**src/common/rvPkg.sv**
```systemverilog
package rvPkg;

	localparam int xlen = 32;
	localparam logic [xlen-1:0] resetPc = 32'h0000_0000;

	// RV32I major opcodes
	localparam logic [6:0] opLoad   = 7'b0000011;
	localparam logic [6:0] opStore  = 7'b0100011;
	localparam logic [6:0] opLui    = 7'b0110111;
	localparam logic [6:0] opAuipc  = 7'b0010111;
	localparam logic [6:0] opReg    = 7'b0110011;
	localparam logic [6:0] opImm    = 7'b0010011;
	localparam logic [6:0] opBranch = 7'b1100011;
	localparam logic [6:0] opJal    = 7'b1101111;
	localparam logic [6:0] opJalr   = 7'b1100111;

	typedef enum logic [3:0] {
		aluAdd, aluSub, aluAnd, aluOr, aluXor,
		aluSll, aluSrl, aluSra, aluSlt, aluSltu
	} aluOp_e;

	typedef enum logic [2:0] {
		brNone, brEq, brNe, brLt, brGe
	} branchOp_e;

	typedef enum logic [2:0] {
		ldNone, ldWord, ldHalf, ldByte, ldHalfU, ldByteU
	} loadOp_e;

	typedef enum logic [1:0] {
		stNone, stWord, stHalf, stByte
	} storeOp_e;

	typedef enum logic [1:0] {
		wbAlu, wbMemory, wbPcPlus4, wbCompare
	} wbSel_e;

	typedef enum logic [1:0] {
		aReg, aPc, aZero
	} aSel_e;

	typedef enum logic {
		bReg, bImm
	} bSel_e;

	typedef struct packed {
		logic      regWrite;
		wbSel_e    wbSel;
		aSel_e     aSel;
		bSel_e     bSel;
		aluOp_e    aluOp;
		branchOp_e branchOp;
		logic      isJal;
		logic      isJalr;
		loadOp_e   loadOp;
		storeOp_e  storeOp;
	} ctrl_t;

	// Wishbone master to slave
	typedef struct packed {
		logic [xlen-1:0] adr;
		logic [xlen-1:0] datW;
		logic [3:0]      sel;
		logic            we;
		logic            cyc;
		logic            stb;
	} wbReq_t;

	// Wishbone slave to master
	typedef struct packed {
		logic [xlen-1:0] datR;
		logic            ack;
	} wbRsp_t;

endpackage

```
**src/core/aluUnit.sv**
```systemverilog
`timescale 1ns/1ps

module aluUnit (
	input  rvPkg::ctrl_t           ctrl,
	input  logic [rvPkg::xlen-1:0] opA,
	input  logic [rvPkg::xlen-1:0] opB,
	output logic [rvPkg::xlen-1:0] result,
	output logic                   eq,
	output logic                   lt
);

	logic [4:0] shamt;
	logic       signedLt;
	logic       unsignedLt;

	assign shamt      = opB[4:0];
	assign signedLt   = $signed(opA) < $signed(opB);
	assign unsignedLt = opA < opB;

	assign eq = (opA == opB);
	assign lt = (ctrl.aluOp == rvPkg::aluSltu) ? unsignedLt : signedLt;  // BLTU/BGEU pick sltu

	always_comb
	begin
		case (ctrl.aluOp)
			rvPkg::aluAdd:  result = opA + opB;
			rvPkg::aluSub:  result = opA - opB;
			rvPkg::aluAnd:  result = opA & opB;
			rvPkg::aluOr:   result = opA | opB;
			rvPkg::aluXor:  result = opA ^ opB;
			rvPkg::aluSll:  result = opA << shamt;
			rvPkg::aluSrl:  result = opA >> shamt;
			rvPkg::aluSra:  result = $signed(opA) >>> shamt;
			rvPkg::aluSlt:  result = {{(rvPkg::xlen-1){1'b0}}, signedLt};
			rvPkg::aluSltu: result = {{(rvPkg::xlen-1){1'b0}}, unsignedLt};
			default:        result = opA + opB;
		endcase
	end

endmodule

```
**src/core/coreControl.sv**
```systemverilog
`timescale 1ns/1ps

module coreControl (
	input  logic                   clk,
	input  logic                   rstN,
	input  rvPkg::ctrl_t           ctrl,
	input  logic [rvPkg::xlen-1:0] imm,
	input  logic                   eq,
	input  logic                   lt,
	input  logic [rvPkg::xlen-1:0] aluResult,
	input  logic [rvPkg::xlen-1:0] rData1,
	input  logic [rvPkg::xlen-1:0] rData2,
	input  logic [3:0]             lsuSel,
	input  logic [rvPkg::xlen-1:0] storeData,
	input  logic [rvPkg::xlen-1:0] loadValue,
	output logic [rvPkg::xlen-1:0] instr,
	output logic [rvPkg::xlen-1:0] opA,
	output logic [rvPkg::xlen-1:0] opB,
	output logic                   regWe,
	output logic [rvPkg::xlen-1:0] wData,
	output rvPkg::wbReq_t          wbReq,
	input  rvPkg::wbRsp_t          wbRsp
);

	typedef enum logic [2:0] {
		stateFetch,
		stateDecode,
		stateExecute,
		stateMemory,
		stateWriteback
	} state_e;

	state_e                 state;
	logic [rvPkg::xlen-1:0] pc;
	logic [rvPkg::xlen-1:0] pcPlus4;
	logic [rvPkg::xlen-1:0] nextPc;
	logic [rvPkg::xlen-1:0] aluOut;
	logic [rvPkg::xlen-1:0] memData;
	logic                   eqFlag;
	logic                   ltFlag;
	logic                   takeBranch;
	logic                   memAccess;
	logic                   busActive;
	logic                   busWe;
	logic [rvPkg::xlen-1:0] busAdr;
	logic [rvPkg::xlen-1:0] busDat;
	logic [3:0]             busSel;

	assign pcPlus4   = pc + 32'd4;
	assign memAccess = (ctrl.loadOp != rvPkg::ldNone) || (ctrl.storeOp != rvPkg::stNone);
	assign regWe     = (state == stateWriteback) && ctrl.regWrite;
	assign wbReq     = '{adr: busAdr, datW: busDat, sel: busSel, we: busWe,
		cyc: busActive, stb: busActive};

	always_comb
	begin
		case (ctrl.branchOp)
			rvPkg::brEq: takeBranch = eqFlag;
			rvPkg::brNe: takeBranch = !eqFlag;
			rvPkg::brLt: takeBranch = ltFlag;
			rvPkg::brGe: takeBranch = !ltFlag;
			default:     takeBranch = 1'b0;
		endcase
	end

	always_comb
	begin
		if (ctrl.isJalr)
			nextPc = {aluOut[rvPkg::xlen-1:1], 1'b0};   // rs1 + imm, bit 0 cleared
		else if (ctrl.isJal || takeBranch)
			nextPc = pc + imm;
		else
			nextPc = pcPlus4;
	end

	always_comb
	begin
		case (ctrl.wbSel)
			rvPkg::wbMemory:  wData = memData;
			rvPkg::wbPcPlus4: wData = pcPlus4;          // Link value
			rvPkg::wbCompare: wData = {{(rvPkg::xlen-1){1'b0}}, ltFlag};
			default:          wData = aluOut;
		endcase
	end

	// Sequencing and bus handshake
	always_ff @(posedge clk)
	begin
		if (!rstN)
		begin
			state     <= stateFetch;
			pc        <= rvPkg::resetPc;
			busActive <= 1'b0;
			busWe     <= 1'b0;
		end
		else
		begin
			case (state)
				stateFetch:
				begin
					if (!busActive)
						busActive <= 1'b1;                   // Only after reset
					else if (wbRsp.ack)
					begin
						busActive <= 1'b0;
						state     <= stateDecode;
					end
				end
				stateDecode:
					state <= stateExecute;
				stateExecute:
				begin
					if (memAccess)
					begin
						busActive <= 1'b1;
						busWe     <= (ctrl.storeOp != rvPkg::stNone);
						state     <= stateMemory;
					end
					else
						state <= stateWriteback;
				end
				stateMemory:
				begin
					if (wbRsp.ack)
					begin
						busActive <= 1'b0;
						busWe     <= 1'b0;
						state     <= stateWriteback;
					end
				end
				stateWriteback:
				begin
					pc        <= nextPc;
					busActive <= 1'b1;                     // Next fetch starts here
					state     <= stateFetch;
				end
				default:
					state <= stateFetch;
			endcase
		end
	end

	// Instruction, operand and bus payload registers
	always_ff @(posedge clk)
	begin
		case (state)
			stateFetch:
			begin
				if (!busActive)
				begin
					busAdr <= pc;
					busSel <= 4'b1111;
				end
				else if (wbRsp.ack)
					instr <= wbRsp.datR;
			end
			stateDecode:
			begin
				case (ctrl.aSel)
					rvPkg::aPc:   opA <= pc;
					rvPkg::aZero: opA <= '0;
					default:      opA <= rData1;
				endcase
				opB <= (ctrl.bSel == rvPkg::bReg) ? rData2 : imm;
			end
			stateExecute:
			begin
				aluOut <= aluResult;
				eqFlag <= eq;
				ltFlag <= lt;
				busAdr <= aluResult;                     // Bus idle, harmless without access
				busSel <= lsuSel;
				busDat <= storeData;
			end
			stateMemory:
			begin
				if (wbRsp.ack)
					memData <= loadValue;
			end
			default:
			begin
				busAdr <= nextPc;
				busSel <= 4'b1111;
			end
		endcase
	end

endmodule

```
**src/core/instrDecode.sv**
```systemverilog
`timescale 1ns/1ps

module instrDecode (
	input  logic [rvPkg::xlen-1:0] instr,
	output rvPkg::ctrl_t           ctrl,
	output logic [rvPkg::xlen-1:0] imm
);

	logic [6:0]             opcode;
	logic [2:0]             funct3;
	logic                   bit30;
	logic [rvPkg::xlen-1:0] immU;
	logic [rvPkg::xlen-1:0] immI;
	logic [rvPkg::xlen-1:0] immS;
	logic [rvPkg::xlen-1:0] immB;
	logic [rvPkg::xlen-1:0] immJ;
	logic [rvPkg::xlen-1:0] immShift;

	// Shared by R-type and I-type, alt picks SUB or SRA
	function automatic rvPkg::aluOp_e aluFromFunct3(input logic [2:0] f3, input logic alt);
		case (f3)
			3'b000:  return alt ? rvPkg::aluSub : rvPkg::aluAdd;
			3'b001:  return rvPkg::aluSll;
			3'b010:  return rvPkg::aluSlt;
			3'b011:  return rvPkg::aluSltu;
			3'b100:  return rvPkg::aluXor;
			3'b101:  return alt ? rvPkg::aluSra : rvPkg::aluSrl;
			3'b110:  return rvPkg::aluOr;
			default: return rvPkg::aluAnd;
		endcase
	endfunction

	assign opcode = instr[6:0];
	assign funct3 = instr[14:12];
	assign bit30  = instr[30];

	assign immU     = {instr[31:12], 12'b0};
	assign immI     = {{20{instr[31]}}, instr[31:20]};
	assign immS     = {{20{instr[31]}}, instr[31:25], instr[11:7]};
	assign immB     = {{20{instr[31]}}, instr[7], instr[30:25], instr[11:8], 1'b0};
	assign immJ     = {{12{instr[31]}}, instr[19:12], instr[20], instr[30:21], 1'b0};
	assign immShift = {27'b0, instr[24:20]};         // shamt only

	always_comb
	begin
		ctrl.regWrite = 1'b0;                          // Unknown opcode is a no-op
		ctrl.wbSel    = rvPkg::wbAlu;
		ctrl.aSel     = rvPkg::aReg;
		ctrl.bSel     = rvPkg::bImm;
		ctrl.aluOp    = rvPkg::aluAdd;
		ctrl.branchOp = rvPkg::brNone;
		ctrl.isJal    = 1'b0;
		ctrl.isJalr   = 1'b0;
		ctrl.loadOp   = rvPkg::ldNone;
		ctrl.storeOp  = rvPkg::stNone;
		imm           = immI;

		case (opcode)
			rvPkg::opLoad:
			begin
				ctrl.wbSel    = rvPkg::wbMemory;
				ctrl.regWrite = !(funct3 == 3'b011 || funct3[2:1] == 2'b11);
				case (funct3)
					3'b000:  ctrl.loadOp = rvPkg::ldByte;
					3'b001:  ctrl.loadOp = rvPkg::ldHalf;
					3'b010:  ctrl.loadOp = rvPkg::ldWord;
					3'b100:  ctrl.loadOp = rvPkg::ldByteU;
					3'b101:  ctrl.loadOp = rvPkg::ldHalfU;
					default: ctrl.loadOp = rvPkg::ldNone;
				endcase
			end
			rvPkg::opStore:
			begin
				imm = immS;
				case (funct3)
					3'b000:  ctrl.storeOp = rvPkg::stByte;
					3'b001:  ctrl.storeOp = rvPkg::stHalf;
					3'b010:  ctrl.storeOp = rvPkg::stWord;
					default: ctrl.storeOp = rvPkg::stNone;
				endcase
			end
			rvPkg::opLui:
			begin
				ctrl.regWrite = 1'b1;
				ctrl.aSel     = rvPkg::aZero;              // 0 + immU
				imm           = immU;
			end
			rvPkg::opAuipc:
			begin
				ctrl.regWrite = 1'b1;
				ctrl.aSel     = rvPkg::aPc;
				imm           = immU;
			end
			rvPkg::opReg:
			begin
				ctrl.regWrite = 1'b1;
				ctrl.bSel     = rvPkg::bReg;
				ctrl.aluOp    = aluFromFunct3(funct3, bit30);
				if (funct3[2:1] == 2'b01)
					ctrl.wbSel = rvPkg::wbCompare;
			end
			rvPkg::opImm:
			begin
				ctrl.regWrite = 1'b1;
				ctrl.aluOp    = aluFromFunct3(funct3, bit30 && funct3 == 3'b101);
				if (funct3[2:1] == 2'b01)
					ctrl.wbSel = rvPkg::wbCompare;
				if (funct3[1:0] == 2'b01)
					imm = immShift;                        // SLLI, SRLI, SRAI
			end
			rvPkg::opBranch:
			begin
				ctrl.bSel  = rvPkg::bReg;
				ctrl.aluOp = funct3[1] ? rvPkg::aluSltu : rvPkg::aluSlt;
				imm        = immB;
				case (funct3)
					3'b000:         ctrl.branchOp = rvPkg::brEq;
					3'b001:         ctrl.branchOp = rvPkg::brNe;
					3'b100, 3'b110: ctrl.branchOp = rvPkg::brLt;
					3'b101, 3'b111: ctrl.branchOp = rvPkg::brGe;
					default:        ctrl.branchOp = rvPkg::brNone;
				endcase
			end
			rvPkg::opJal:
			begin
				ctrl.regWrite = 1'b1;
				ctrl.wbSel    = rvPkg::wbPcPlus4;
				ctrl.isJal    = 1'b1;
				imm           = immJ;
			end
			rvPkg::opJalr:
			begin
				ctrl.regWrite = 1'b1;
				ctrl.wbSel    = rvPkg::wbPcPlus4;
				ctrl.isJalr   = 1'b1;                      // Target comes from the ALU
			end
			default:
				imm = immI;
		endcase
	end

endmodule

```
**src/core/loadStoreUnit.sv**
```systemverilog
`timescale 1ns/1ps

module loadStoreUnit (
	input  rvPkg::ctrl_t           ctrl,
	input  logic [1:0]             addrLow,
	input  logic [rvPkg::xlen-1:0] storeValue,
	input  logic [rvPkg::xlen-1:0] busData,
	output logic [3:0]             sel,
	output logic [rvPkg::xlen-1:0] storeData,
	output logic [rvPkg::xlen-1:0] loadValue
);

	logic                   isByte;
	logic                   isHalf;
	logic [4:0]             shift;
	logic [rvPkg::xlen-1:0] laneData;

	assign isByte = (ctrl.storeOp == rvPkg::stByte) || (ctrl.loadOp == rvPkg::ldByte) ||
		(ctrl.loadOp == rvPkg::ldByteU);
	assign isHalf = (ctrl.storeOp == rvPkg::stHalf) || (ctrl.loadOp == rvPkg::ldHalf) ||
		(ctrl.loadOp == rvPkg::ldHalfU);
	assign shift  = {addrLow, 3'b000};        // Byte offset in bits

	// Lane selects also apply to loads
	always_comb
	begin
		if (isByte)
		begin
			sel       = 4'b0001 << addrLow;
			storeData = {24'b0, storeValue[7:0]} << shift;
		end
		else if (isHalf)
		begin
			sel       = addrLow[1] ? 4'b1100 : 4'b0011;
			storeData = {16'b0, storeValue[15:0]} << shift;
		end
		else
		begin
			sel       = 4'b1111;
			storeData = storeValue;
		end
	end

	assign laneData = busData >> shift;       // Addressed lane moved to bit 0

	always_comb
	begin
		case (ctrl.loadOp)
			rvPkg::ldByte:  loadValue = {{24{laneData[7]}}, laneData[7:0]};
			rvPkg::ldByteU: loadValue = {24'b0, laneData[7:0]};
			rvPkg::ldHalf:  loadValue = {{16{laneData[15]}}, laneData[15:0]};
			rvPkg::ldHalfU: loadValue = {16'b0, laneData[15:0]};
			default:        loadValue = busData;
		endcase
	end

endmodule

```
**src/core/regFile.sv**
```systemverilog
`timescale 1ns/1ps

module regFile (
	input  logic                   clk,
	input  logic                   rstN,
	input  logic [4:0]             rs1,
	input  logic [4:0]             rs2,
	input  logic [4:0]             rd,
	input  logic                   we,
	input  logic [rvPkg::xlen-1:0] wData,
	output logic [rvPkg::xlen-1:0] rData1,
	output logic [rvPkg::xlen-1:0] rData2
);

	logic [rvPkg::xlen-1:0] regs [1:31];   // No storage for x0

	always_ff @(posedge clk)
	begin
		if (!rstN)
		begin
			for (int i = 1; i < 32; i++)
				regs[i] <= '0;
		end
		else if (we && (rd != 5'd0))
			regs[rd] <= wData;
	end

	assign rData1 = (rs1 == 5'd0) ? '0 : regs[rs1];
	assign rData2 = (rs2 == 5'd0) ? '0 : regs[rs2];

endmodule

```
**src/verilog/rvCore.sv**
```systemverilog
`timescale 1ns/1ps

module rvCore (
	input  logic          clk,
	input  logic          rstN,
	output rvPkg::wbReq_t wbReq,
	input  rvPkg::wbRsp_t wbRsp
);

	rvPkg::ctrl_t           ctrl;
	logic [rvPkg::xlen-1:0] instr;
	logic [rvPkg::xlen-1:0] imm;
	logic [rvPkg::xlen-1:0] opA;
	logic [rvPkg::xlen-1:0] opB;
	logic [rvPkg::xlen-1:0] aluResult;
	logic [rvPkg::xlen-1:0] rData1;
	logic [rvPkg::xlen-1:0] rData2;
	logic [rvPkg::xlen-1:0] wData;
	logic [rvPkg::xlen-1:0] storeData;
	logic [rvPkg::xlen-1:0] loadValue;
	logic                   eq;
	logic                   lt;
	logic                   regWe;
	logic [3:0]             lsuSel;
	logic [4:0]             rs1;
	logic [4:0]             rs2;
	logic [4:0]             rd;

	assign rs1 = instr[19:15];
	assign rs2 = instr[24:20];
	assign rd  = instr[11:7];

	coreControl uControl (
		.clk(clk), .rstN(rstN), .ctrl(ctrl), .imm(imm), .eq(eq), .lt(lt),
		.aluResult(aluResult), .rData1(rData1), .rData2(rData2),
		.lsuSel(lsuSel), .storeData(storeData), .loadValue(loadValue),
		.instr(instr), .opA(opA), .opB(opB), .regWe(regWe), .wData(wData),
		.wbReq(wbReq), .wbRsp(wbRsp)
	);

	instrDecode uDecode (.instr(instr), .ctrl(ctrl), .imm(imm));

	aluUnit uAlu (.ctrl(ctrl), .opA(opA), .opB(opB), .result(aluResult), .eq(eq), .lt(lt));

	regFile uRegs (
		.clk(clk), .rstN(rstN), .rs1(rs1), .rs2(rs2), .rd(rd), .we(regWe),
		.wData(wData), .rData1(rData1), .rData2(rData2)
	);

	// ALU result is the data address and holds through the memory state
	loadStoreUnit uLsu (
		.ctrl(ctrl), .addrLow(aluResult[1:0]), .storeValue(rData2), .busData(wbRsp.datR),
		.sel(lsuSel), .storeData(storeData), .loadValue(loadValue)
	);

endmodule
```
**config.mk**
```make
export PLATFORM = sky130hd
export DESIGN_NAME = rvCore
export DESIGN_NICKNAME = d
export VERILOG_FILES = /design/src/common/rvPkg.sv /design/src/core/aluUnit.sv /design/src/core/coreControl.sv /design/src/core/instrDecode.sv /design/src/core/loadStoreUnit.sv /design/src/core/regFile.sv /design/src/verilog/rvCore.sv
export SDC_FILE = /design/constraint.sdc
export NUM_CORES = 2
export LEC_CHECK = 0
export BUFFER_PORTS_ARGS = -buffer_cell sky130_fd_sc_hd__buf_2
export CAP_MARGIN = 5
export CORE_MARGIN = 4
export CORE_UTILIZATION = 30
export CTS_CLUSTER_DIAMETER = 60
export DETAILED_ROUTE_END_ITERATION = 8
export HOLD_SLACK_MARGIN = 0.12
export SLEW_MARGIN = 20
export SYNTH_ARGS = -nofsm -noshare
export SYNTH_HDL_FRONTEND = slang
export SYNTH_SLANG_ARGS = --single-unit
```
**constraint.sdc**
```tcl
create_clock -name clk -period 12.1 [get_ports clk]
set_input_delay 2.42 -clock clk [delete_from_list [all_inputs] [get_ports clk]]
set_output_delay 2.42 -clock clk [all_outputs]
set_load 0.005 [all_outputs]
```
---- Word-level counts from Yosys, hierarchy flattened ----
Memories as Yosys holds them, arrays and structs flattened. A register that Yosys moved wholly into a read port is not among the register bits.
Index checks and enable logic that the tools add are counted.
word-level totals
  register bits after elaboration ......... 267
  memory bits (writable) .................. 992
  bits of input ports ..................... 35
  output and inout port bits .............. 71
  word-level logic and storage cells ...... 185
  memories ................................ 1
operators by class
  add/sub/neg operators ................... 4
  order comparisons ....................... 2
  eq/ne operators ......................... 53
  shifts and indexed selects .............. 7
  muxes and demuxes ....................... 63
  bitwise operators ....................... 4
  reduce and logical (&&, ||, !) cells .... 37
memories
  memory      depth  bits a word  read ports  clocked after Yosys merged registers in  wr ports  line           text
  uRegs.regs  31     32           2           2                                        31        regFile.sv:15  logic [rvPkg::xlen-1:0] regs [1:31];
operator list
  operator                                              number
  two-way mux 32 bit                                    10
  one-hot mux 32 bit (9 select lines)                   1
  one-hot mux 32 bit (3 select lines)                   2
  one-hot mux 32 bit (5 select lines)                   1
  one-hot mux 32 bit (4 select lines)                   1
  adder 32 bit                                          2
  < comparator 32 bit                                   2
  one-hot mux 32 bit (2 select lines)                   1
  one-hot mux 4 bit (7 select lines)                    2
  adder 32 x 3 -> 32 bit (second input constant)        1
  bitwise AND 32 bit                                    1
  equality test 32 bit                                  1
  OR 32 bit                                             1
  OR reduction 32 bit                                   1
  << shifter 16 x 5 -> 32 bit                           1
  << shifter 32 x 5 -> 32 bit                           1
  << shifter 8 x 5 -> 32 bit                            1
  >> shifter 32 x 5 -> 16 bit                           1
  >> shifter 32 x 5 -> 32 bit                           1
  >>> shifter 32 x 5 -> 32 bit                          1
  subtractor 32 bit                                     1
  XOR 32 bit                                            1
  equality test 3 x 2 -> 1 bit (second input constant)  8
  equality test 3 bit (second input constant)           8
  40 further kinds                                      119

---- Longest topological paths before layout ----
  depth after elaboration ................. 11
  gate-level depth with buffers ........... 23
  depth with buffers taken out ............ 22

---- By module ----
Synthesis repeated with hierarchy kept, for this count alone.
second synthesis, totals
  cells, all modules ...................... 6379
  area, all modules ....................... 79351.1 um^2
modules (own cells, without submodules)
  module         times used  cells each  area each (um^2)  seq. area each (um^2)
  regFile        1           3501        54168.2           30749.5
  coreControl    1           1204        13787.0           7647.3
  aluUnit        1           1265        8916.1            0.0
  loadStoreUnit  1           267         1569.0            0.0
  instrDecode    1           142         910.9             0.0

---- Worst setup path before layout ----
No wires, ideal clock.
  path type ............................... register to register
  from .................................... register uControl.instr[6] in the netlist's numbering
  to ...................................... register uControl.busAdr[28] in the netlist's numbering, data pin
  setup time .............................. 269 ps
  arrival ................................. 4724 ps
  required time ........................... 11831 ps
  path slack .............................. 7108 ps
  cell stages (with the launch flop) ...... 21
  path buffers ............................ 1
  period minus slack after synthesis ...... 4992 ps
  cell sequence ........................... edfxtp_1 buf_2 nand4b_1 nor3_1 inv_1 ha_1 nand2_1 nor2_1 o31ai_1 nand2_1 ha_1 a21oi_1 o21ai_1 a221oi_1 inv_1 o31ai_1 a211oi_1 o41ai_1 xnor2_1 a221oi_1 a21oi_1
on the way
  longest elaborated chain between the ends .. 8
  elaborated cells on any way between the ends .. 34
  classes of those cells .................. 1 x add/sub; 21 x eq/ne; 10 x mux; 2 x reduce/logical
ends and longest elaborated chain
  element                                               line                text
  from (decl)                                           coreControl.sv:16   output logic [rvPkg::xlen-1:0] instr,
  from (signal assigned)                                coreControl.sv:155  instr <= wbRsp.datR;
  branches (longest 7 deep; another with adder 32 bit)  -
  one-hot mux 32 bit (3 select lines) *                 coreControl.sv:146  case (state)
  to (signal assigned)                                  coreControl.sv:151  busAdr <= pc;
  to (signal assigned)                                  coreControl.sv:171  busAdr <= aluResult;
  to (signal assigned)                                  coreControl.sv:182  busAdr <= nextPc;
  to (decl)                                             coreControl.sv:45   logic [rvPkg::xlen-1:0] busAdr;
Every way passes the cells marked *.
A chain may end at the register's enable or synchronous reset.

==> impl_metrics.env <==
export IMPL_run_status="finished, final reports clean"
export IMPL_yosys_area_top_type="edfxtp_1"
export IMPL_power_leakage_nw=30.3
export IMPL_cap_violations=0
export IMPL_vias=56500
export IMPL_max_slew_margin_rel_pct=18.2
export IMPL_ys_top_cells_by_count="nor2_1 (1,305), edfxtp_1 (1,254), mux4_2 (707)"
export IMPL_post_cts_resized=0
export IMPL_crit_start="rstN"
export IMPL_drive_gt1_share_pct=22.3
export IMPL_num_rows=185
export IMPL_dr_pass1_iters=6
export IMPL_grt_pass1_wl_microns=423000
export IMPL_die_area_sq_um=263000
export IMPL_numCtsBuffers=137
export IMPL_fin_util_pct=33.6
export IMPL_seqCellArea_sq_um=38600
export IMPL_cts_hold_buf=0
export IMPL_grt_pass1_vias=54300
export IMPL_die_w_microns=513
export IMPL_ys_seq_elements=1301
export IMPL_synth_top_area_share_pct=49.2
export IMPL_gr_total_overflow=0
export IMPL_crit_type="input pin to register"
export IMPL_synthFlopType="edfxtp_1"
export IMPL_synth_seq_area_share_pct=50.4
export IMPL_ff2ff_setup_slack_ns=5.60
export IMPL_r2r_end="uControl.busAdr[28]"
export IMPL_synth_area_sq_um=76600
export IMPL_cts_sinks=1301
export IMPL_clk_latency_ns=0.82
export IMPL_worstMarginPinSlew_ns=1.23
export IMPL_final_cell_area_sq_um=85200
export IMPL_start_util_pct=30.2
export IMPL_syn_area_per_cell_sq_um=12.4
export IMPL_synthCells=6185
export IMPL_hold_class="register to register"
export IMPL_pin_count=106
export IMPL_die_h_microns=513
export IMPL_fin_hold_ws_ns=0.549
export IMPL_cp_endpoint="uRegs.regs[30][6]"
export IMPL_gp_congestion=1.02
export IMPL_clk_pin_slew_ns=0.06
export IMPL_cp_max_fo=38
export IMPL_grt_setup_unrepaired="no"
export IMPL_finalSetupTns_ns=0
export IMPL_worstReg2RegStart="uControl.instr[6]"
export IMPL_finalPower_mw=11.4
export IMPL_fill_cells=24800
export IMPL_worst_setup_path_start_kind="input pin"
export IMPL_cts_setup_buffers=0
export IMPL_clock_skew_final_ns=0.0554
export IMPL_tritoncts="done"
export IMPL_fin_nets=6214
export IMPL_viasPerCell=5.93
export IMPL_rr_worst_depth=21
export IMPL_fin_crit_ns=6.66
export IMPL_synth_edf_count=1254
export IMPL_multi_input_area_sq_um=35500
export IMPL_drtIter0Drc=8736
export IMPL_clock_path_buffers=3
export IMPL_port_buffers=105
export IMPL_cts_root_buf="clkbuf_16"
export IMPL_cp_end_kind="register"
export IMPL_peakVddDrop_mv=0.120
export IMPL_route_detailed_drc=0
export IMPL_htree_num_levels=4
export IMPL_wl_per_cell_microns=32.0
export IMPL_finalSetupViolCount=0
export IMPL_yosys_top_cells_area="edfxtp_1 (49%), mux4_2 (21%), nor2_1 (6.4%)"
export IMPL_grt_antenna_before_repair=43
export IMPL_synth_cell_type_count=101
export IMPL_fin_crit_sh_pct=55.1
export IMPL_synthArstFlopShare_pct=0
export IMPL_yosys_warnings=0
export IMPL_drv_slew=0
export IMPL_ant_nets=0
export IMPL_hpwl_microns=210000
export IMPL_grt_start_max_net_pins=105
export IMPL_final_hold_viol_count=0
export IMPL_grtUsageTotal_pct=22.5
export IMPL_crit_required_ns=12.48
export IMPL_cellPowerDensity_nw_per_um2=133
export IMPL_dpl_cell_area_sq_um=80700
export IMPL_syn2layout_area_growth_pct=11.3
export IMPL_fmax_ghz=0.150
export IMPL_wirelength_microns=305000
export IMPL_cp_arrival_ns=7.04
export IMPL_yosysMostFrequentCell="nor2_1"
export IMPL_core_area_sq_um=254000
## through the flow
| stage | setup WS [ns] | cells |
|---|---|---|
| after detailed placement | 4.94 | 9271 |
| final | 5.44 | 9524 |
| after global placement | 4.75 | 9270 |
| after floorplan | 7.11 | 6216 |
| after global routing | 5.11 | 9518 |
| after CTS | 5.62 | 9517 |
## where the power goes
part	switching [mW]	total (mW)	internal (mW)
Combinational	1.10	1.78	0.676
Clock	1.94	4.35	2.40
Sequential	0.141	5.25	5.11
## cell families (layout without fill, tap and decap cells)
logic type                 count (synthesis)  count (layout)  synth area share [%]
AOI/OAI and AO/OA                        934             934                  8.02
DFF                                     1301            1301                  50.4
xor gates and xnor gates                  61              61                 0.698
buffers and inverters                    737             673                  3.81
muxes                                    881             881                  23.2
adders and majority gates                134             134                  2.22
and+or+nand+nor                         2136            2136                  11.6
other                                      1              38               0.00490
## cell type report
cell class,instances,share of cell area (%)
diodes,6,0.0176
clock inverters,81,1.09
well taps,3366,4.94
multi-input cells,4178,41.6
clock buffers,165,4.20
repair buffers,261,2.07
flip-flops and latches,1301,45.3
inverters,166,0.731
## placed cells by master (no fill, tap or decap), drive strengths merged, types with 47 or more instances in the layout
| cell type | synthesis | final |
|---|---|---|
| mux2i | 107 | 107 |
| edfxtp | 1254 | 1254 |
| nor2 | 1306 | 1306 |
| nand3 | 62 | 62 |
| a21oi | 228 | 228 |
| mux4 | 707 | 707 |
| nor3 | 86 | 86 |
| buf | 193 | 261 |
| ha | 131 | 131 |
| a211oi | 54 | 54 |
| nand2 | 450 | 450 |
| mux2 | 67 | 67 |
| clkinv | 3 | 57 |
| inv | 163 | 174 |
| clkbuf | 377 | 165 |
| o21ai | 231 | 231 |
| dfxtp | 47 | 47 |
## state kept, by name, indices dropped and copies added (netlist names), 4 cells and up, named ones only
| name | flops |
|---|---|
| uControl.aluOut | 32 |
| uControl.busAdr | 32 |
| uControl.busDat | 32 |
| uControl.busSel | 4 |
| uControl.instr | 32 |
| uControl.memData | 32 |
| uControl.opA | 32 |
| uControl.opB | 32 |
| uControl.pc | 32 |
| uRegs.regs | 1024 |
## worst max-delay path, stage by stage
cell     delay, ns
buf_2         0.09
buf_4         0.65
nand2_1       0.63
a21oi_1       0.33
nand2_1       0.18
nor3b_2       0.70
nand2_2       0.81
nand2_2       1.17
## layer usage
metal  track usage (%)  vias to the layer above  share of wire [%]
li1                  -                    23200                  -
met1              28.8                    29000                 37
met2              34.9                     3699                 45
met3              6.51                      588                 12
met4              10.8                       10                5.7
met5                 0                        -              0.021
## worst min-delay path by stage
stage / startpoint / to / cells past startpoint
floorplan: uControl.instr[19] / register / 1
global placement: uControl.pc[31] / uControl.pc[31] / 2
detailed placement: uControl.pc[31] / uControl.pc[31] / 2
CTS: uControl.pc[31] / uControl.pc[31] / 2
global route: uControl.pc[31] / uControl.pc[31] / 2
finish: uControl.pc[31] / uControl.pc[31] / 2
Power figures use the tool's default switching activity.
